===== src/logic/rv_decode_pkg.sv =====
package rv_decode_pkg;

    typedef logic [63:0] xlen_t;     // data / address word
    typedef logic [4:0]  reg_addr_t; // x0..x31
    typedef logic [31:0] inst_t;

    localparam int SHAMT_W = 6; // rv64 shift amount

    // major opcodes handled by the decode stage
    typedef enum logic [6:0] {
        OPC_LOAD     = 7'b0000011,
        OPC_OP_IMM   = 7'b0010011,
        OPC_AUIPC    = 7'b0010111,
        OPC_OP_IMM_W = 7'b0011011,
        OPC_STORE    = 7'b0100011,
        OPC_OP       = 7'b0110011,
        OPC_LUI      = 7'b0110111,
        OPC_OP_W     = 7'b0111011,
        OPC_BRANCH   = 7'b1100011,
        OPC_JALR     = 7'b1100111,
        OPC_JAL      = 7'b1101111
    } opcode_e;

    typedef enum logic [2:0] {
        IMM_NONE,
        IMM_I,
        IMM_S,
        IMM_B,
        IMM_U,
        IMM_J,
        IMM_SHAMT // inst[25:20], zero extended
    } imm_fmt_e;

    typedef enum logic [1:0] {
        OP1_ZERO,
        OP1_RS1,
        OP1_PC
    } op1_sel_e;

    typedef enum logic [2:0] {
        OP2_ZERO,
        OP2_RS2,
        OP2_RS2_SHAMT, // rs2[5:0] only
        OP2_IMM,
        OP2_FOUR       // link value pc + 4
    } op2_sel_e;

    typedef enum logic [1:0] {
        BASE_ZERO,
        BASE_PC,
        BASE_RS1
    } base_sel_e;

    // decoder output, all zero for an illegal encoding
    typedef struct packed {
        reg_addr_t rs1_addr;
        reg_addr_t rs2_addr;
        reg_addr_t rd_addr;
        logic      reg_wen;
        imm_fmt_e  imm_fmt;
        op1_sel_e  op1_sel;
        op2_sel_e  op2_sel;
        base_sel_e base_sel;
        logic      offset_en; // offset = immediate when set
    } decode_ctrl_t;

    // bundle handed to the execute stage
    typedef struct packed {
        inst_t     inst;
        xlen_t     inst_addr;
        xlen_t     op1;
        xlen_t     op2;
        reg_addr_t rd_addr;
        logic      reg_wen;
        xlen_t     base_addr;
        xlen_t     offset_addr;
    } id_ex_t;

endpackage


===== src/logic/imm_gen.sv =====
module imm_gen import rv_decode_pkg::*; (
    input  inst_t    inst_i,
    input  imm_fmt_e imm_fmt_i,
    output xlen_t    imm_o
);

    logic sign;

    assign sign = inst_i[31];

    always_comb begin
        case (imm_fmt_i)
            IMM_I: begin
                imm_o = {{52{sign}}, inst_i[31:20]};
            end
            IMM_S: begin
                imm_o = {{52{sign}}, inst_i[31:25], inst_i[11:7]};
            end
            IMM_B: begin // bit 0 always clear
                imm_o = {{52{sign}}, inst_i[7], inst_i[30:25], inst_i[11:8], 1'b0};
            end
            IMM_U: begin
                imm_o = {{32{sign}}, inst_i[31:12], 12'b0};
            end
            IMM_J: begin
                imm_o = {{44{sign}}, inst_i[19:12], inst_i[20], inst_i[30:21], 1'b0};
            end
            IMM_SHAMT: begin
                // unsigned, no sign extension
                imm_o = {{(64 - SHAMT_W){1'b0}}, inst_i[20 +: SHAMT_W]};
            end
            default: begin // IMM_NONE
                imm_o = '0;
            end
        endcase
    end

endmodule


===== config.mk =====
export PLATFORM = sky130hd
export DESIGN_NAME = imm_gen
export DESIGN_NICKNAME = d
export VERILOG_FILES = /design/src/logic/rv_decode_pkg.sv /design/src/logic/imm_gen.sv
export SDC_FILE = /design/constraint.sdc
export NUM_CORES = 1
export LEC_CHECK = 0
export BUFFER_PORTS_ARGS = -buffer_cell sky130_fd_sc_hd__buf_4
export CAP_MARGIN = 15
export CORE_ASPECT_RATIO = 0.8
export CORE_MARGIN = 2
export CORE_UTILIZATION = 34
export DETAILED_ROUTE_END_ITERATION = 10
export GPL_TIMING_DRIVEN = 0
export PLACE_DENSITY = 0.91
export SLEW_MARGIN = 20
export SYNTH_ARGS = -nofsm -noshare
export SYNTH_HDL_FRONTEND = slang
export SYNTH_SLANG_ARGS = --single-unit

===== constraint.sdc =====
create_clock -name vclk -period 2.5
set_input_delay 0.25 -clock vclk [all_inputs]
set_output_delay 0.25 -clock vclk [all_outputs]
set_load 0.05 [all_outputs]

# Word level (Yosys, flattened, before mapping)
# Index checks and enable logic that the tools add are counted.
# classes
eq_ne	6
n_mux	1
# op_table
op	n
$pmux W64 S6	1
$eq A3 B3 Y1 const B	3
$eq A3 B2 Y1 const B	2
$eq A3 B1 Y1 const B	1
# word_totals
word_cells	7
in_bits	35
reg_bits	0
out_inout_bits	64

# Depth between registers and ports, before layout
# logic_depth
depth_word	2
depth_mapped	5
depth_no_buf	3

# Worst setup path before layout
# No wires, ideal clock.
# synth_path
kind	in2out
startpoint	input port imm_fmt_i[2]
endpoint	output port imm_o[32]
t_required_ps	2250
n_path_buf	3
setup_slack_ps	251
path_stages	5
t_arrival_ps	1999
path_cell_list	buf_4 -> nor2b_1 -> buf_2 -> o21a_1 -> buf_4
# synth_via
elab_chain_cells	2
word_cells_on_any_way	7
classes_between	6 x eq/ne; 1 x mux
# synth_rtl
element	line	source
from (decl)	imm_gen.sv:3	input imm_fmt_e imm_fmt_i,
$eq A3 B3 Y1 (tied with other cells)	imm_gen.sv:12	case (imm_fmt_i)
$pmux W64 S6 (*)	imm_gen.sv:12	
to (decl)	imm_gen.sv:4	output xlen_t imm_o
# Mark *: on every way between the ends. The rest lies on a longest branch, timed or not.

# Worst setup path after layout
# layout_path
startpoint	input port imm_fmt_i[1]
endpoint	output port imm_o[41]
# The elaborated chain is that of the path after synthesis.

==> results.py <==
metrics = {
    "power": {
        "power.density_mw_per_mm2": 400,
        "p_comb_share_pct": 100.0,
        "p_seq_share_pct": 0,
        "power.switching_mw": 0.362,
        "power_mw": 0.554,
        "p_leak_nw": 0.837,
        "ir_worst_vdd_uv": 272,
        "intPower_mw": 0.193,
        "p_clk_share_pct": 0,
        "swShare_pct": 65.2,
    },
    "finish": {
        "final_cells": 218,
        "final_layout_size_suffix_gt1_share_pct": 69.1,
        "diodes": 0,
        "nClkBuffers": 0,
        "multi_input_comb_area_um2": 390,
        "final_cell_mix": "buf_4, o21ai_0, nand2_1, a21o_1, and2_1",
        "area_growth_pct": 106,
        "regArea_um2": 0,
        "nets": 231,
        "layout_commonest_cell": "buf_4",
        "fillers": 154,
        "seq_cells": 0,
    },
    "sta": {
        "fmax_mhz": 434,
        "rsz0062_at_grt": "no",
        "setup_viol": 0,
        "relSlewSlack_pct": 37.3,
        "worst_slew_pin_slew_ps": 941,
        "hold_viol": 0,
        "hold-worst-slack_ps": 858,
        "min_period_ps": 2300,
        "min_period_over_period_pct": 92.1,
        "drv_slew": 0,
        "setup_tns_ps": 0,
    },
    "synth": {
        "synth_cells": 103,
        "netlist.area_leader.share_pct": 39.0,
        "synth_warnings": 0,
        "synth_cell_type_count": 23,
        "synth_top_family_by_area": "buffers and inverters",
        "syn_area_um2": 674,
        "syn_nets": 138,
        "synth_simple_gate_area_share_pct": 23.2,
        "muxShareOfSynthArea_pct": 3.15,
        "yosysTopAreaCell": "buf_4",
        "yosys.area_share.xor_xnor_pct": 0,
        "synth.avg_cell_area_um2": 6.55,
        "ys_top_cells_by_area": "buf_4, o21ai_0, a21o_1",
        "synth-compound-area-share_pct": 31.5,
        "synthAdderAreaFrac_pct": 0,
        "yosysSeqAreaShare_pct": 0,
    },
    "routing": {
        "routed_via_density": 4.59,
        "drc": 0,
        "met2_length_um": 1180,
        "ant_nets": 0,
        "avgRoutedWirePerCell_um": 11.4,
        "wl_met3_um": 336,
        "wl_um": 2480,
        "wl_met1_um": 966,
        "routed.top_layer": "met3",
        "vias": 1000,
        "first_pass_iters": 4,
        "initialDrtViolationCount": 16,
    },
    "floorplanning": {
        "core_mm2": 0.00187,
        "chipWidth_um": 53.8,
        "ios": 99,
        "rows": 14,
        "dieArea_mm2": 0.00236,
        "die_h_um": 43.8,
        "start_util_pct": 36.0,
    },
    "critical_path": {
        "required_ps": 2250,
        "cp.arrival_ps": 2050,
        "cp-start-kind": "primary input",
        "endpoint_kind": "primary output",
        "cp_max_fo": 33,
        "worstSetupPathType": "primary input to primary output",
    },
    "global_routing": {
        "antenna_found_initial": 0,
        "grt_max_degree": 34,
        "grt_pass1_vias": 792,
        "grt_usage_pct": 19.9,
        "grt_first_pass_wirelength_um": 3710,
        "grt_overflow": 0,
    },
    "hold_path": {
        "min_path_type": "primary input to primary output",
    },
    "cts": {
        "postCtsHoldBufs": 0,
        "cts_setup_buffers": 0,
        "post_cts_resized": 0,
    },
    "placement": {
        "gp_congestion": 0.748,
        "dpl.cell_count": 218,
        "dpl.hpwl_um": 2010,
        "portBuffers": 91,
    },
    "run": {
        "cap_violations": 0,
    },
    "run_status": {
        "status": "finished clean",
    },
}
-- layer usage --
metal | track usage (%) | vias up
li1 | - | 499
met1 | 24.9 | 444
met2 | 37.1 | 57
met3 | 3.45 | 0
met4 | 0 | 0
met5 | 0 | -
-- cell type report --
class | count | area share (%)
multi-input combinational | 63 | 28.1
buffer | 38 | 19.9
tap | 24 | 2.16
inverter | 2 | 0.541
timing repair buffer | 91 | 49.2
-- critical path: stages --
cell     delay, ps
buf_4          120
buf_4          160
nor2b_1        100
buf_2          210
o21a_1         780
buf_4          230
buf_4          190
-- stage by stage --
step	utilization, %	worst slack (ps)	cell area (µm²)
after CTS	74.0	166	1390
after detailed placement	74.0	173	1390
after global routing	74.0	31.1	1390
final	74.0	198	1390
after global placement	74.0	283	1390
after floorplan	-	251	674
-- path summary, 6_finish.rpt --
| path | start | to | slack, ps | depth (start not counted) |
|---|---|---|---|---|
| max | imm_fmt_i[1] | imm_o[41] | 200 | 7 |
| min | inst_i[16] | imm_o[16] | 860 | 3 |
-- kinds of logic after synthesis --
group | count (synthesis)
AO/OA/AOI/OAI | 34
buffers and inverters | 40
multiplexers | 2
AND/OR/NAND/NOR | 27
-- synth_stat cells --
master,instances
and2b_4,1
buf_2,2
nand2_1,12
buf_4,35
nor2b_2,1
a21o_1,8
mux2i_1,1
o21ai_2,2
o21a_1,1
nor3b_4,1
nand3_1,1
mux2_2,1
a22oi_1,4
nor2_1,2
o21ai_0,17
nor2b_1,1
clkbuf_1,1
nor4bb_1,1
and2b_1,1
inv_1,2
a31oi_1,2
or2_1,1
and2_1,5
-- power groups by stage --
stage	Sequential (mW)	Combinational [mW]	Clock (mW)
6_report	0	0.554	0
5_1_grt	0	0.578	0
4_1_cts	0	0.556	0
3_5_place_dp	0	0.556	0
3_3_place_gp	0	0.548	0
2_1_floorplan	0	0.389	0
(Power assumes the default switching activity.)
