<file path="src/logic/rv_decode_pkg.sv">
package rv_decode_pkg;

    typedef logic [63:0] xlen_t;     // data / address word
    typedef logic [4:0]  reg_addr_t; // x0..x31
    typedef logic [31:0] inst_t;

    localparam int SHAMT_W = 6; // rv64 shift amount

    // major opcodes handled by the decode stage
    typedef enum logic [6:0] {
        OPC_LOAD     = 7'b0000011,
        OPC_OP_IMM   = 7'b0010011,
        OPC_AUIPC    = 7'b0010111,
        OPC_OP_IMM_W = 7'b0011011,
        OPC_STORE    = 7'b0100011,
        OPC_OP       = 7'b0110011,
        OPC_LUI      = 7'b0110111,
        OPC_OP_W     = 7'b0111011,
        OPC_BRANCH   = 7'b1100011,
        OPC_JALR     = 7'b1100111,
        OPC_JAL      = 7'b1101111
    } opcode_e;

    typedef enum logic [2:0] {
        IMM_NONE,
        IMM_I,
        IMM_S,
        IMM_B,
        IMM_U,
        IMM_J,
        IMM_SHAMT // inst[25:20], zero extended
    } imm_fmt_e;

    typedef enum logic [1:0] {
        OP1_ZERO,
        OP1_RS1,
        OP1_PC
    } op1_sel_e;

    typedef enum logic [2:0] {
        OP2_ZERO,
        OP2_RS2,
        OP2_RS2_SHAMT, // rs2[5:0] only
        OP2_IMM,
        OP2_FOUR       // link value pc + 4
    } op2_sel_e;

    typedef enum logic [1:0] {
        BASE_ZERO,
        BASE_PC,
        BASE_RS1
    } base_sel_e;

    // decoder output, all zero for an illegal encoding
    typedef struct packed {
        reg_addr_t rs1_addr;
        reg_addr_t rs2_addr;
        reg_addr_t rd_addr;
        logic      reg_wen;
        imm_fmt_e  imm_fmt;
        op1_sel_e  op1_sel;
        op2_sel_e  op2_sel;
        base_sel_e base_sel;
        logic      offset_en; // offset = immediate when set
    } decode_ctrl_t;

    // bundle handed to the execute stage
    typedef struct packed {
        inst_t     inst;
        xlen_t     inst_addr;
        xlen_t     op1;
        xlen_t     op2;
        reg_addr_t rd_addr;
        logic      reg_wen;
        xlen_t     base_addr;
        xlen_t     offset_addr;
    } id_ex_t;

endpackage

</file>
<file path="src/logic/id_ex_reg.sv">
module id_ex_reg import rv_decode_pkg::*; (
    input  logic   clk,
    input  logic   reset_i,
    input  logic   valid_i,
    input  id_ex_t bundle_i,
    output logic   valid_o,
    output id_ex_t bundle_o
);

    always_ff @(posedge clk) begin
        if (reset_i) begin
            valid_o <= 1'b0;
        end else begin
            valid_o <= valid_i; // one pulse per strobe
        end
    end

    // holds the last bundle while idle
    always_ff @(posedge clk) begin
        if (reset_i) begin
            bundle_o <= '0;
        end else if (valid_i) begin
            bundle_o <= bundle_i;
        end
    end

    // every strobe gives exactly one output pulse on the next cycle
    a_one_cycle: assert property (@(posedge clk) disable iff (reset_i)
        valid_o == $past(valid_i))
        else $error("output strobe does not follow the input strobe by one cycle");

endmodule

</file>
<file path="config.mk">
export PLATFORM = sky130hd
export DESIGN_NAME = id_ex_reg
export DESIGN_NICKNAME = d
export VERILOG_FILES = /design/src/logic/rv_decode_pkg.sv /design/src/logic/id_ex_reg.sv
export SDC_FILE = /design/constraint.sdc
export NUM_CORES = 1
export LEC_CHECK = 0
export BUFFER_PORTS_ARGS = -buffer_cell sky130_fd_sc_hd__buf_4
export CORE_AREA = 2 2 281 283
export DETAILED_ROUTE_END_ITERATION = 16
export DIE_AREA = 0 0 283 285
export PLACE_DENSITY_LB_ADDON = 0.12
export SLEW_MARGIN = 10
export SYNTH_ARGS = -nofsm -noshare
export SYNTH_HDL_FRONTEND = slang
export SYNTH_SLANG_ARGS = --single-unit
</file>
<file path="constraint.sdc">
create_clock -name clk -period 1.4 [get_ports clk]
set_input_delay 0.14 -clock clk [delete_from_list [all_inputs] [get_ports clk]]
set_output_delay 0.14 -clock clk [all_outputs]
set_load 0.05 [all_outputs]
</file>
# --- After elaboration in Yosys (flattened, before gate mapping) ---
# Index checks and enable logic that the tools add are counted.
word_totals:
  reg_bits: 359
  inputBits: 361
  out_inout_bits: 359

# --- Logic depth before layout (Yosys ltp) ---
logic_depth:
  word_depth: 0
  depth_mapped: 5
  depth_no_buf: 2

# --- Least setup slack after synthesis ---
# No wires, ideal clock.
synth_timing:
  path_type: "in2reg"
  from: "input valid_i"
  to: "register bundle_o[346] (netlist bit)"
  t_arrival_ns: 0.842
  t_required_ns: 1.272
  setup_slack_ns: 0.430
  path_stages: 5
  path_cell_list: "buf_4 -> buf_8 -> buf_8 -> mux2i_1 -> nor2_1"
synth_rtl:
  columns: ["element", "line_no", "rtl"]
  rows:
  - ["start: declaration", "id_ex_reg.sv:4", "input logic valid_i,"]
  - ["end signal: assignment", "id_ex_reg.sv:23", "bundle_o <= bundle_i;"]
  - ["end: declaration", "id_ex_reg.sv:7", "output id_ex_t bundle_o"]

# --- Worst setup path in the final report ---
layout_timing:
  from: "register bundle_o[85] (netlist bit)"
  to: "output bundle_o[85] (netlist bit)"
# No word-level cell between the ends.

==> impl_metrics.env <==
export IMPL_status="complete, no violations"
export IMPL_p_leak_nw=12.0
export IMPL_cts_root_buf="clkbuf_16"
export IMPL_yosysTopAreaCell="dfxtp_1"
export IMPL_std_cell_rows=103
export IMPL_critPathMaxFanout=2
export IMPL_cts_buffer_depth=3
export IMPL_cap_violations=0
export IMPL_drv_slew=0
export IMPL_fin_cells=3352
export IMPL_r2r_slack_ns=0.20
export IMPL_cp_slowest_cell="dfxtp_1"
export IMPL_post_dp_cell_area_um2=19300
export IMPL_wl_mm=51.9
export IMPL_syn_area_um2=12800
export IMPL_seq_area_um2=7190
export IMPL_start_util_pct=16.4
export IMPL_criticalPathCategory="register to output pin"
export IMPL_viasPerCell=3.61
export IMPL_fin_crit_sh_pct=94.9
export IMPL_post_dp_hpwl_mm=38.5
export IMPL_cts_max_level=2
export IMPL_grt_setup_unrepaired="false"
export IMPL_setup_viol_count_final=0
export IMPL_ios=720
export IMPL_antenna_left=0
export IMPL_core_um2=78000
export IMPL_cp_data_arrival_time_ns=1.19
export IMPL_hp_class="primary input to register"
export IMPL_post_drt_wl_per_cell_um=15.5
export IMPL_r2r_end="bundle_o[255]"
export IMPL_hold_slack_ns=0.0749
export IMPL_synth_seq_cells=359
export IMPL_synthCells=1156
export IMPL_cp_num_buf_inv=1
export IMPL_final_nets=2625
export IMPL_synth_top_area_share_pct=56.2
export IMPL_crit_start="bundle_o[85]"
export IMPL_min_path_cells=4
export IMPL_die_h_um=285
export IMPL_power_density_nw_per_um2=1210
export IMPL_drc=0
export IMPL_grt_usage_pct=12.3
export IMPL_slew_headroom_pct=69.0
export IMPL_drive_gt1_share_pct=36.4
export IMPL_syn_nets=1517
export IMPL_cts_tree="done"
export IMPL_end_kind="output pin"
export IMPL_antenna_found_initial=1
export IMPL_grt_max_degree=58
export IMPL_reg2reg_from="bundle_o[255]"
export IMPL_place_congestion=0.772
export IMPL_final_common_cell="buf_4"
export IMPL_final_hold_violation_count=0
export IMPL_mostFrequentLayoutCells="buf_4, dlygate4sd3_1, dfxtp_1, mux2i_1, nor2_1"
export IMPL_cts_made_buffers=48
export IMPL_power_w=0.0300
export IMPL_fillers=8093
export IMPL_fin_worst_skew_ns=0
export IMPL_drt_initial_drc_count=346
export IMPL_multi_input_area_um2=4930
export IMPL_syn_area_per_cell_um2=11.1
export IMPL_clkTransAtPathRegs_ns=0.06
export IMPL_ys_types=10
export IMPL_cts_setup_buffers=0
export IMPL_hp_start="valid_i"
export IMPL_start_kind="register"
export IMPL_grt_pass1_vias=13100
export IMPL_cp_required_ns=1.26
export IMPL_worst_r2r_path_depth=3
export IMPL_path_cells="buf_4"
export IMPL_min_period_ns=1.33
export IMPL_first_pass_iters=4
export IMPL_routed_via_count=12100
export IMPL_grt_pass1_wl_mm=78.1
export IMPL_synth_area_leaders="dfxtp_1, mux2i_1, nor2_1"
export IMPL_fin_tns_setup_ns=0
export IMPL_clock_sinks=359
export IMPL_port_buffers=719
export IMPL_fp_dieW_um=283
export IMPL_tightestPinTransition_ns=0.465
export IMPL_max_freq_ghz=0.753
export IMPL_dieArea_um2=80700
export IMPL_fin_area_um2=24700
export IMPL_grt_overflow=0
export IMPL_path_delay_family="flip-flops"
export IMPL_place_inst=2887
export IMPL_vdd_ir_drop_max_mv=0.746
export IMPL_hold_path_end="bundle_o[197]"
export IMPL_insertion_delay_ns=0.57
export IMPL_yosysSeqAreaShare_pct=56.2
export IMPL_syn2layout_area_growth_pct=93.4
export IMPL_yosys_warnings=0
export IMPL_critPathMaxStageDelay_ns=0.39
==> kinds of logic after synthesis <==
| group | after synthesis | share of synthesized area [%] |
|---|---|---|
| buf+inv | 80 | 5.17 |
| flops | 359 | 56.2 |
| simple gates | 359 | 10.6 |
| mux | 358 | 28.0 |
==> worst register-to-register path, delay by kind of cell (launching register included) <==
family,cells,cell delay [ns]
buffers and inverters,1,0.56
flip-flops,1,0.32
multiplexers,1,0.15
AND/OR/NAND/NOR,1,0.05
==> state kept, by name (all words and copies together), names as in the netlist <==
| name | flops |
|---|---|
| valid_o | 1 |
| bundle_o | 358 |
==> Yosys cell counts <==
master	instances
buf_1	3
buf_2	24
buf_4	5
buf_6	22
buf_8	13
clkbuf_1	13
dfxtp_1	359
mux2i_1	358
nor2_1	358
nor2b_1	1
==> layout make-up <==
cell class,instances,area share (%)
antenna,1,0.0101
clock buffer,78,6.13
clock inverter,9,0.324
multi-input combinational,717,20.0
sequential,359,29.1
tap,1050,5.31
timing repair buffer,1138,39.2
==> layer usage <==
metal | vias to the layer above | part of all wire [%] | track usage, %
met5 | - | 0 | 0
met1 | 5567 | 38 | 13.1
met2 | 393 | 53 | 23.0
met4 | 0 | 3.0 | 4.34
met3 | 77 | 6.8 | 3.60
li1 | 6048 | - | -
==> stage by stage <==
step,util [%],setup slack (ns)
after floorplan,-,0.430
after global placement,24.8,0.201
after detailed placement,24.8,0.185
after CTS,31.7,0.00565
after global routing,31.7,0.00686
final,31.7,0.0712
==> repair_timing <==
action / in CTS / in global routing
hold endpoints to repair: 358 / 0
hold buffers: 377 / 0
gates resized for setup: 3 / 0
setup endpoints to repair: 3 / 0
==> where the power goes <==
part	leakage [nW]	switching, W	internal, W	total (W)
sequential	2.97	0.000335	0.0108	0.0112
clock	0.789	0.00483	0.00753	0.0124
combinational	8.26	0.00368	0.00279	0.00647
total	12.0	0.00885	0.0212	0.0300
==> how the worst max path moves through the flow <==
stage	endpoint	slack [ns]	cells after the start
floorplan	bundle_o[346]	0.43	5
global placement	bundle_o[90]	0.20	5
detailed placement	bundle_o[131]	0.19	5
CTS	bundle_o[145]	0.006	1
global route	bundle_o[121]	0.007	1
finish	bundle_o[85]	0.07	1
No activity file was read; power rests on OpenSTA's default activity.
