===== config.mk =====
export PLATFORM = sky130hd
export DESIGN_NAME = operand_select
export DESIGN_NICKNAME = d
export VERILOG_FILES = /design/src/logic/rv_decode_pkg.sv /design/src/logic/operand_select.sv
export SDC_FILE = /design/constraint.sdc
export NUM_CORES = 1
export LEC_CHECK = 0
export ABC_AREA = 1
export BUFFER_PORTS_ARGS = -buffer_cell sky130_fd_sc_hd__buf_2
export CAP_MARGIN = 40
export CORE_AREA = 2 2 260 262
export DETAILED_ROUTE_END_ITERATION = 16
export DIE_AREA = 0 0 262 264
export GPL_TIMING_DRIVEN = 0
export PLACE_DENSITY = 0.3
export SLEW_MARGIN = 20
export SYNTH_ARGS = -nofsm -noshare
export SYNTH_HDL_FRONTEND = slang
export SYNTH_SLANG_ARGS = --single-unit

===== constraint.sdc =====
create_clock -name vclk -period 2.6
set_input_delay 0.26 -clock vclk [all_inputs]
set_output_delay 0.26 -clock vclk [all_outputs]
set_load 0.02 [all_outputs]

===== src/logic/rv_decode_pkg.sv =====
package rv_decode_pkg;

    typedef logic [63:0] xlen_t;     // data / address word
    typedef logic [4:0]  reg_addr_t; // x0..x31
    typedef logic [31:0] inst_t;

    localparam int SHAMT_W = 6; // rv64 shift amount

    // major opcodes handled by the decode stage
    typedef enum logic [6:0] {
        OPC_LOAD     = 7'b0000011,
        OPC_OP_IMM   = 7'b0010011,
        OPC_AUIPC    = 7'b0010111,
        OPC_OP_IMM_W = 7'b0011011,
        OPC_STORE    = 7'b0100011,
        OPC_OP       = 7'b0110011,
        OPC_LUI      = 7'b0110111,
        OPC_OP_W     = 7'b0111011,
        OPC_BRANCH   = 7'b1100011,
        OPC_JALR     = 7'b1100111,
        OPC_JAL      = 7'b1101111
    } opcode_e;

    typedef enum logic [2:0] {
        IMM_NONE,
        IMM_I,
        IMM_S,
        IMM_B,
        IMM_U,
        IMM_J,
        IMM_SHAMT // inst[25:20], zero extended
    } imm_fmt_e;

    typedef enum logic [1:0] {
        OP1_ZERO,
        OP1_RS1,
        OP1_PC
    } op1_sel_e;

    typedef enum logic [2:0] {
        OP2_ZERO,
        OP2_RS2,
        OP2_RS2_SHAMT, // rs2[5:0] only
        OP2_IMM,
        OP2_FOUR       // link value pc + 4
    } op2_sel_e;

    typedef enum logic [1:0] {
        BASE_ZERO,
        BASE_PC,
        BASE_RS1
    } base_sel_e;

    // decoder output, all zero for an illegal encoding
    typedef struct packed {
        reg_addr_t rs1_addr;
        reg_addr_t rs2_addr;
        reg_addr_t rd_addr;
        logic      reg_wen;
        imm_fmt_e  imm_fmt;
        op1_sel_e  op1_sel;
        op2_sel_e  op2_sel;
        base_sel_e base_sel;
        logic      offset_en; // offset = immediate when set
    } decode_ctrl_t;

    // bundle handed to the execute stage
    typedef struct packed {
        inst_t     inst;
        xlen_t     inst_addr;
        xlen_t     op1;
        xlen_t     op2;
        reg_addr_t rd_addr;
        logic      reg_wen;
        xlen_t     base_addr;
        xlen_t     offset_addr;
    } id_ex_t;

endpackage


===== src/logic/operand_select.sv =====
module operand_select import rv_decode_pkg::*; (
    input  decode_ctrl_t ctrl_i,
    input  inst_t        inst_i,
    input  xlen_t        inst_addr_i,
    input  xlen_t        imm_i,
    input  xlen_t        rs1_data_i,
    input  xlen_t        rs2_data_i,
    output id_ex_t       bundle_o
);

    always_comb begin
        bundle_o.inst      = inst_i;
        bundle_o.inst_addr = inst_addr_i;
        bundle_o.rd_addr   = ctrl_i.rd_addr;
        bundle_o.reg_wen   = ctrl_i.reg_wen;

        case (ctrl_i.op1_sel)
            OP1_RS1: bundle_o.op1 = rs1_data_i;
            OP1_PC:  bundle_o.op1 = inst_addr_i; // jal/jalr link, auipc
            default: bundle_o.op1 = '0;
        endcase

        case (ctrl_i.op2_sel)
            OP2_RS2: begin
                bundle_o.op2 = rs2_data_i;
            end
            OP2_RS2_SHAMT: begin // register shifts use rs2[5:0]
                bundle_o.op2 = {{(64 - SHAMT_W){1'b0}}, rs2_data_i[SHAMT_W-1:0]};
            end
            OP2_IMM: begin
                bundle_o.op2 = imm_i;
            end
            OP2_FOUR: begin
                bundle_o.op2 = 64'd4;
            end
            default: begin
                bundle_o.op2 = '0;
            end
        endcase

        case (ctrl_i.base_sel)
            BASE_PC:  bundle_o.base_addr = inst_addr_i;
            BASE_RS1: bundle_o.base_addr = rs1_data_i;
            default:  bundle_o.base_addr = '0;
        endcase

        bundle_o.offset_addr = ctrl_i.offset_en ? imm_i : '0;
    end

endmodule


=== After elaboration in Yosys (flattened, before gate mapping) ===
Index checks and enable logic that the tools add are counted.

* Input bits: 315
* Register bits after elaboration: 0

* Muxes and demuxes: 4
* Equality and inequality tests: 8

{| class="wikitable"
|+ Operators by type and width
! cell !! number
|-
| $pmux W64 S2 || 2
|-
| $pmux W64 S4 || 1
|-
| $mux W64 || 1
|-
| $eq A3 B2 Y1 const B || 2
|-
| $eq A2 B1 Y1 const B || 2
|-
| $eq A2 B2 Y1 const B || 2
|-
| $eq A3 B1 Y1 const B || 1
|-
| $eq A3 B3 Y1 const B || 1
|}

=== Depth between registers and ports, before layout ===
Gate-level depths: netlist of the first run.

* Depth after elaboration: 2
* Mapped depth: 6
* Gate-level depth less buffers: 5

=== Worst setup path before layout of the first run ===
Ideal clock, no wire load.

* Kind: in2out
* Start: in ctrl_i[1] in the netlist's numbering
* End: out bundle_o[100] in the netlist's numbering
* Data required time: 2.340 ns
* Path slack: 1.039 ns
* Data arrival time: 1.301 ns
* Stages: 5
* Cells stage by stage: inv_1 > ha_1 > clkbuf_1 > clkbuf_1 > a21oi_1

{| class="wikitable"
|+ RTL lines
! element !! line !! source
|-
| start: declaration || operand_select.sv:2 || <nowiki>input decode_ctrl_t ctrl_i,</nowiki>
|-
| end: declaration || operand_select.sv:8 || <nowiki>output id_ex_t bundle_o</nowiki>
|}

==> results of run 1 <==
[power by group through the flow]
stage | clock (mW) | combinational [mW] | sequential, mW
final | 0.00000105 | 1.76 | 0
after global routing | 0.000000729 | 1.90 | 0
after detailed placement | 0 | 1.78 | 0
after CTS | 0 | 1.79 | 0
after global placement | 0 | 1.79 | 0
after floorplan | 0 | 0.923 | 0
[kinds of logic (layout without fill, tap and decap cells)]
logic type,Yosys count,count (layout)
simple gates,405,405
buf+inv,292,913
compound gates,186,186
other cells,0,20
fa+ha+maj,4,4
[layout make-up]
cell class | count | area (um2) | share of cell area (%)
antenna | 20 | 50.0 | 0.579
tap | 873 | 1090 | 12.6
buffer | 163 | 1130 | 13.1
inverter | 129 | 484 | 5.60
multi-input combinational | 595 | 2780 | 32.2
timing repair buffer | 621 | 3110 | 36.0
[path summary, 6_finish.rpt]
path / start / to / slack [ps] / cells past startpoint
setup / recovery: ctrl_i[1] / bundle_o[110] / 100 / 7
hold / removal: inst_i[10] / bundle_o[336] / 740 / 2
[Yosys cell counts, drive strengths merged]
master / count
nand3: 2
a21oi: 128
nand2: 398
nand4: 1
nand3b: 1
inv: 129
ha: 4
buf: 144
clkbuf: 19
o21ai: 58
nor2: 3
[layer usage]
| layer | track usage (%) | routed length [um] | up-vias |
|---|---|---|---|
| met2 | 29.4 | 29300 | 556 |
| met3 | 2.92 | 4230 | 107 |
| met5 | 0 | 0 | - |
| met4 | 5.31 | 2270 | 0 |
| met1 | 11.7 | 15300 | 3681 |
| li1 | - | - | 3834 |
[through the flow]
stage / power (mW) / utilization, % / instances
final: 1.76 / 13.0 / 2401
after global routing: 1.90 / 13.0 / 2395
after CTS: 1.79 / 12.9 / 2381
after detailed placement: 1.78 / 12.9 / 2381
after global placement: 1.79 / 12.9 / 2381
after floorplan: 0.923 / - / 887
==> results_tabular.tex, run 1 <==
\begin{tabular}{lr}
\hline
Metric & Value \\
\hline
\multicolumn{2}{l}{\textbf{Critical path}} \\
\quad Critical-path top delay cell & clkbuf\_1 \\
\quad Maximum cell stage delay along the critical path & $\sim$640 ps \\
\quad Kind of cell adding the most delay to the critical path & buffers and inverters \\
\quad Endpoint kind of the worst setup timing path & primary output \\
\quad Worst setup path class & primary input to primary output \\
\quad Required time at the endpoint of the critical path & 2340 ps \\
\quad Cell-by-cell trace of the critical path & buf\_2, inv\_1, ha\_1, clkbuf\_1, clkbuf\_1, a21oi\_1, buf\_2 \\
\quad Type of origin of the critical path & primary input \\
\quad Number of buffers and inverters on the critical path & 5 \\
\quad Worst endpoint data arrival time & 2240 ps \\
\quad Worst Path Max Fanout & 10 \\
\multicolumn{2}{l}{\textbf{Place}} \\
\quad Detail Placement HPWL & $\sim$47 mm \\
\quad Area after DPL & approximately 0.0086 mm2 \\
\quad Global placement routability congestion & 0.860 \\
\quad Port buffer count & 621 \\
\quad Post-Place Setup Slack & about 63 ps \\
\multicolumn{2}{l}{\textbf{Final layout}} \\
\quad Clock buffer count & 0 \\
\quad Seq\_cells & 0 \\
\quad Most common cell after layout, fill and taps aside & buf\_2 \\
\quad Number of fill cells & roughly 8000 \\
\quad Most frequent cells in the layout & buf\_2 (655), nand2\_1 (386), inv\_1 (128), a21oi\_1 (128), buf\_4 (102) \\
\quad Nets@finish & between 1500 and 2000 \\
\quad FF+latch area & 0 um2 \\
\quad Share of post-route cells with drive strength above 1 & about 56\% \\
\quad Final std cell area, no fill & just under 0.009 mm2 \\
\quad Layout Area Growth over Synthesis & 96.8\% \\
\multicolumn{2}{l}{\textbf{Synth}} \\
\quad Synth Area in XOR/XNOR & 0\% \\
\quad Top cells by area, synth & nand2\_1 (33\%), buf\_4 (17\%), a21oi\_1 (15\%) \\
\quad Post-Synthesis Net Count & about 1200 \\
\quad Area share of the leading cell type in the synthesized netlist & about a third \\
\quad Portion of netlist area occupied by mux cells & 0\% \\
\quad Combinational family with the most area after synthesis & buffers and inverters \\
\quad Number of unique standard cell types used by synthesis & 21 \\
\quad Summed instance area of the synthesized netlist & approximately 0.0044 mm2 \\
\quad Sequential-to-total area share from yosys stat & 0\% \\
\quad Synth area leader & nand2\_1 \\
\quad Adder-cell area share of the yosys netlist & 1.14\% \\
\quad Synth Area in Compound Gates & between 20\% and 30\% \\
\quad Post-synthesis share of cell area spent on and, or, nand and nor gates & $\sim$36\% \\
\quad Warnings from Yosys & 0 \\
\quad Avg Cell Area, Syn & approximately 5 um2 \\
\quad Synthesized instance count & around 890 \\
\multicolumn{2}{l}{\textbf{Drt}} \\
\quad \# DRC & 0 \\
\quad Drt first-iter violations & approximately 360 \\
\quad Number of vias in the routed layout & slightly above 8000 \\
\quad Number of nets with antenna violations after routing & 0 \\
\quad Routed WL per cell & 21.3 um \\
\quad Total wirelength of the detailed-routed design & 51.1 mm \\
\quad Length of the first detailed-routing pass in iterations & 5 \\
\quad Post-detailed-route via-to-cell ratio & $\sim$3.4 \\
\multicolumn{2}{l}{\textbf{STA}} \\
\quad Setup WS post-layout & about 100 ps \\
\quad Fin Hold WS & 736 ps \\
\quad Portion of the clock cycle consumed by the worst path in the final layout & 96.2\% \\
\quad Number of slew-limit violations in the final report & 0 \\
\quad Final hold vios & 0 \\
\quad Slew of the pin with the lowest slew margin & around 750 ps \\
\quad RSZ-0062 raised after global routing & false \\
\quad Final setup violation count & 0 \\
\quad Worst slew slack as a fraction of its limit & 50.2\% \\
\quad Post-route setup TNS & 0 ps \\
\quad Period minus WS final & approximately 2500 ps \\
\quad Fmax & approximately 400 MHz \\
\multicolumn{2}{l}{\textbf{Pwr}} \\
\quad Sw power & around 1.2 mW \\
\quad Part of the total power dissipated in sequential elements & 0\% \\
\quad Internal power & 596 uW \\
\quad Power density cells & just over 200 mW/mm2 \\
\quad Comb pwr share & 100.0\% \\
\quad Share of total power consumed by net switching & between 60\% and 70\% \\
\quad Worst ir drop on vdd & $\sim$62 uV \\
\quad Clk network pwr share & 0\% \\
\quad Leakage power summed over all cells & approximately 5.3 nW \\
\multicolumn{2}{l}{\textbf{Min path}} \\
\quad Hold Crit Class & primary input to primary output \\
\multicolumn{2}{l}{\textbf{Flow run}} \\
\quad Number of max-cap violations & 0 \\
\multicolumn{2}{l}{\textbf{Global routing}} \\
\quad Largest net degree at the start of global routing & 11 \\
\quad Vias in the first global route & around 8300 \\
\quad Number of antenna violations at the first check in global routing & between 50 and 60 \\
\quad GRT Residual Overflow & 0 \\
\quad GRT Util Overall & between 10\% and 20\% \\
\quad First-pass GRT wire length & 66.5 mm \\
\multicolumn{2}{l}{\textbf{Floorplanning}} \\
\quad Overall die width & between 200 and 300 um \\
\quad Core box area & roughly 0.067 mm2 \\
\quad Number of core rows & 95 \\
\quad Effective utilization at floorplan & roughly 6.6\% \\
\quad Die Span Y & about 260 um \\
\quad Die Area & between 0.06 and 0.07 mm2 \\
\quad Num ports & approximately 670 \\
\multicolumn{2}{l}{\textbf{Clock tree}} \\
\quad Post-cts sizing count & 0 \\
\quad CTS Hold Buffers Added & 0 \\
\quad Post-CTS Setup Repair Bufs & 0 \\
\multicolumn{2}{l}{\textbf{Status}} \\
\quad Outcome & completed \\
\hline
\end{tabular}
Note: power is estimated with default switching activity, not from simulation.
==> inputs of run 2 (changes only) <==
--- a/config.mk
+++ b/config.mk
@@ -5,12 +5,11 @@
 export SDC_FILE = /design/constraint.sdc
 export NUM_CORES = 1
 export LEC_CHECK = 0
-export ABC_AREA = 1
 export BUFFER_PORTS_ARGS = -buffer_cell sky130_fd_sc_hd__buf_2
 export CAP_MARGIN = 40
-export CORE_AREA = 2 2 260 262
+export CORE_AREA = 2 2 263 265
 export DETAILED_ROUTE_END_ITERATION = 16
-export DIE_AREA = 0 0 262 264
+export DIE_AREA = 0 0 265 267
 export GPL_TIMING_DRIVEN = 0
 export PLACE_DENSITY = 0.3
 export SLEW_MARGIN = 20
==> run 2 against run 1 <==
  * Final area decreased by 4.7%
  * Wire length is 14% lower
  * Combinational power about the same
  * Via count down 11%
  * Power decreased by 0.73%
  * Non-clock buffer count up 3
  * Critical path depth did not move
  * First-iteration DRC count decreased by 9.8%
  * Critical endpoint is now bundle_o[238]
==> results_tabular.tex, run 2 <==
\begin{tabular}{lr}
\hline
Metric & Value \\
\hline
\multicolumn{2}{l}{\textbf{Status}} \\
\quad Outcome & completed \\
\multicolumn{2}{l}{\textbf{Final layout}} \\
\quad Multi-input logic area & roughly 0.0029 mm2 \\
\quad Most common cell after layout, fill and taps aside & buf\_2 \\
\quad FF+latch area & 0 um2 \\
\quad Number of fill cells & 8165 \\
\quad Seq\_cells & 0 \\
\quad Nets@finish & roughly 1600 \\
\quad Util after Layout & 12.1\% \\
\quad Clock buffer count & 0 \\
\quad Most frequent cells in the layout & buf\_2 (654), nor2\_1 (176), a22oi\_1 (128) \\
\quad Layout Area Growth over Synthesis & 106\% \\
\quad Final std cell area, no fill & between 0.008 and 0.009 mm2 \\
\quad Share of post-route cells with drive strength above 1 & 62.2\% \\
\multicolumn{2}{l}{\textbf{Clock tree}} \\
\quad Post-CTS Setup Repair Bufs & 0 \\
\quad CTS Hold Buffers Added & 0 \\
\quad Post-cts sizing count & 0 \\
\multicolumn{2}{l}{\textbf{Drt}} \\
\quad Length of the first detailed-routing pass in iterations & 5 \\
\quad Number of nets with antenna violations after routing & 0 \\
\quad Drt first-iter violations & roughly 320 \\
\quad Post-detailed-route via-to-cell ratio & between 3 and 4 \\
\quad Number of vias in the routed layout & approximately 7300 \\
\quad Total wirelength of the detailed-routed design & 43.7 mm \\
\quad \# DRC & 0 \\
\quad Routed WL per cell & 20.4 um \\
\multicolumn{2}{l}{\textbf{STA}} \\
\quad Post-route setup TNS & 0 ps \\
\quad Slew of the pin with the lowest slew margin & $\sim$710 ps \\
\quad Final hold vios & 0 \\
\quad Portion of the clock cycle consumed by the worst path in the final layout & slightly above 80\% \\
\quad RSZ-0062 raised after global routing & false \\
\quad Final setup violation count & 0 \\
\quad Fin Hold WS & roughly 740 ps \\
\quad Fmax & around 480 MHz \\
\quad Worst slew slack as a fraction of its limit & 52.8\% \\
\quad Period minus WS final & around 2100 ps \\
\quad Number of slew-limit violations in the final report & 0 \\
\multicolumn{2}{l}{\textbf{Place}} \\
\quad Global placement routability congestion & between 0.8 and 0.9 \\
\quad Area after DPL & 0.00821 mm2 \\
\quad Detail Placement HPWL & 40.4 mm \\
\quad Port buffer count & a little over 600 \\
\multicolumn{2}{l}{\textbf{Synth}} \\
\quad Most common cell in the netlist & nor2\_1 \\
\quad Area share of the leading cell type in the synthesized netlist & roughly a quarter \\
\quad Synth area leader & a22oi\_1 \\
\quad Avg Cell Area, Syn & around 6.3 um2 \\
\quad Synthesized instance count & 631 \\
\quad Summed instance area of the synthesized netlist & about 0.004 mm2 \\
\quad Number of unique standard cell types used by synthesis & 17 \\
\quad Top cells by count, synth & nor2\_1 (176), a22oi\_1 (128), buf\_4 (108), and2\_1 (64), mux2i\_1 (64) \\
\quad Warnings from Yosys & 0 \\
\quad Sequential-to-total area share from yosys stat & 0\% \\
\quad Post-Synthesis Net Count & 950 \\
\quad Top cells by area, synth & a22oi\_1 (24\%), buf\_4 (20\%), nor2\_1 (17\%) \\
\multicolumn{2}{l}{\textbf{Critical path}} \\
\quad Required time at the endpoint of the critical path & approximately 2300 ps \\
\quad Worst Path Max Fanout & 10 \\
\quad Type of origin of the critical path & primary input \\
\quad Worst setup path class & primary input to primary output \\
\quad Endpoint kind of the worst setup timing path & primary output \\
\quad Worst endpoint data arrival time & between 1500 and 2000 ps \\
\multicolumn{2}{l}{\textbf{Pwr}} \\
\quad Power density cells & about 210 mW/mm2 \\
\quad Worst ir drop on vdd & 65.0 uV \\
\quad Leakage power summed over all cells & 4.66 nW \\
\multicolumn{2}{l}{\textbf{Floorplanning}} \\
\quad Number of core rows & 96 \\
\quad Overall die width & about 270 um \\
\quad Die Area & approximately 0.071 mm2 \\
\quad Num ports & between 600 and 700 \\
\quad Die Span Y & 267 um \\
\quad Core box area & just under 0.07 mm2 \\
\quad Effective utilization at floorplan & a little under 6\% \\
\multicolumn{2}{l}{\textbf{Global routing}} \\
\quad Vias in the first global route & 7253 \\
\quad GRT Residual Overflow & 0 \\
\quad First-pass GRT wire length & about 57 mm \\
\quad GRT Util Overall & 11.3\% \\
\quad Number of antenna violations at the first check in global routing & 39 \\
\quad Largest net degree at the start of global routing & 11 \\
\multicolumn{2}{l}{\textbf{Flow run}} \\
\quad Number of max-cap violations & 0 \\
\multicolumn{2}{l}{\textbf{Min path}} \\
\quad Hold Crit Class & primary input to primary output \\
\hline
\end{tabular}
run 2: final cells by class:
| type | instances | share of cell area [%] |
|---|---|---|
| Inverter | 4 | 0.182 |
| Timing Repair Buffer | 620 | 37.7 |
| Tap cell | 882 | 13.4 |
| Multi-Input combinational cell | 460 | 34.9 |
| Antenna cell | 11 | 0.334 |
| Buffer | 167 | 13.5 |
run 2: path summary, 6_finish.rpt:
| check | slack, ps | start | depth (start not counted) | to |
|---|---|---|---|---|
| setup / recovery | 500 | ctrl_i[6] | 7 | bundle_o[238] |
| hold / removal | 740 | inst_i[4] | 2 | bundle_o[330] |
run 2: kinds of logic after synthesis:
kind of cell / count (synthesis) / share of synthesized area (%)
adder cells (fa/ha/maj): 4 / 1.25
AO/OA/AOI/OAI: 139 / 25.8
AND/OR/NAND/NOR: 253 / 28.8
buffers and inverters: 171 / 28.2
multiplexers: 64 / 16.0
run 2: stage by stage:
step                setup WS (ps)  std cells  total power [mW]
finish                        504       2144              1.75
CTS                           465       2133              1.77
global placement              468       2133              1.77
global route                  407       2138              1.87
floorplan                    1110        631             0.957
detailed placement            466       2133              1.76
run 2: where the power goes:
| group | total, mW | leakage [nW] | switching (mW) | internal (mW) |
|---|---|---|---|---|
| clock network | 0.000000576 | 0.0000697 | 0 | 0.000000576 |
| logic | 1.75 | 4.66 | 1.10 | 0.649 |
| registers | 0 | 0 | 0 | 0 |
| total | 1.75 | 4.66 | 1.10 | 0.649 |
run 2: critical path: stages:
cell	delay, ps
buf_2	110
inv_1	40
ha_1	260
buf_2	250
clkbuf_1	580
nor2_1	130
buf_2	190
run 2: metal layers:
metal / vias to the layer above / global-route usage [%] / part of all wire, %
li1: 3335 / - / -
met1: 3352 / 10.4 / 32
met4: 2 / 2.84 / 4.0
met2: 527 / 25.1 / 58
met3: 93 / 1.62 / 6.4
met5: - / 0 / 0.030
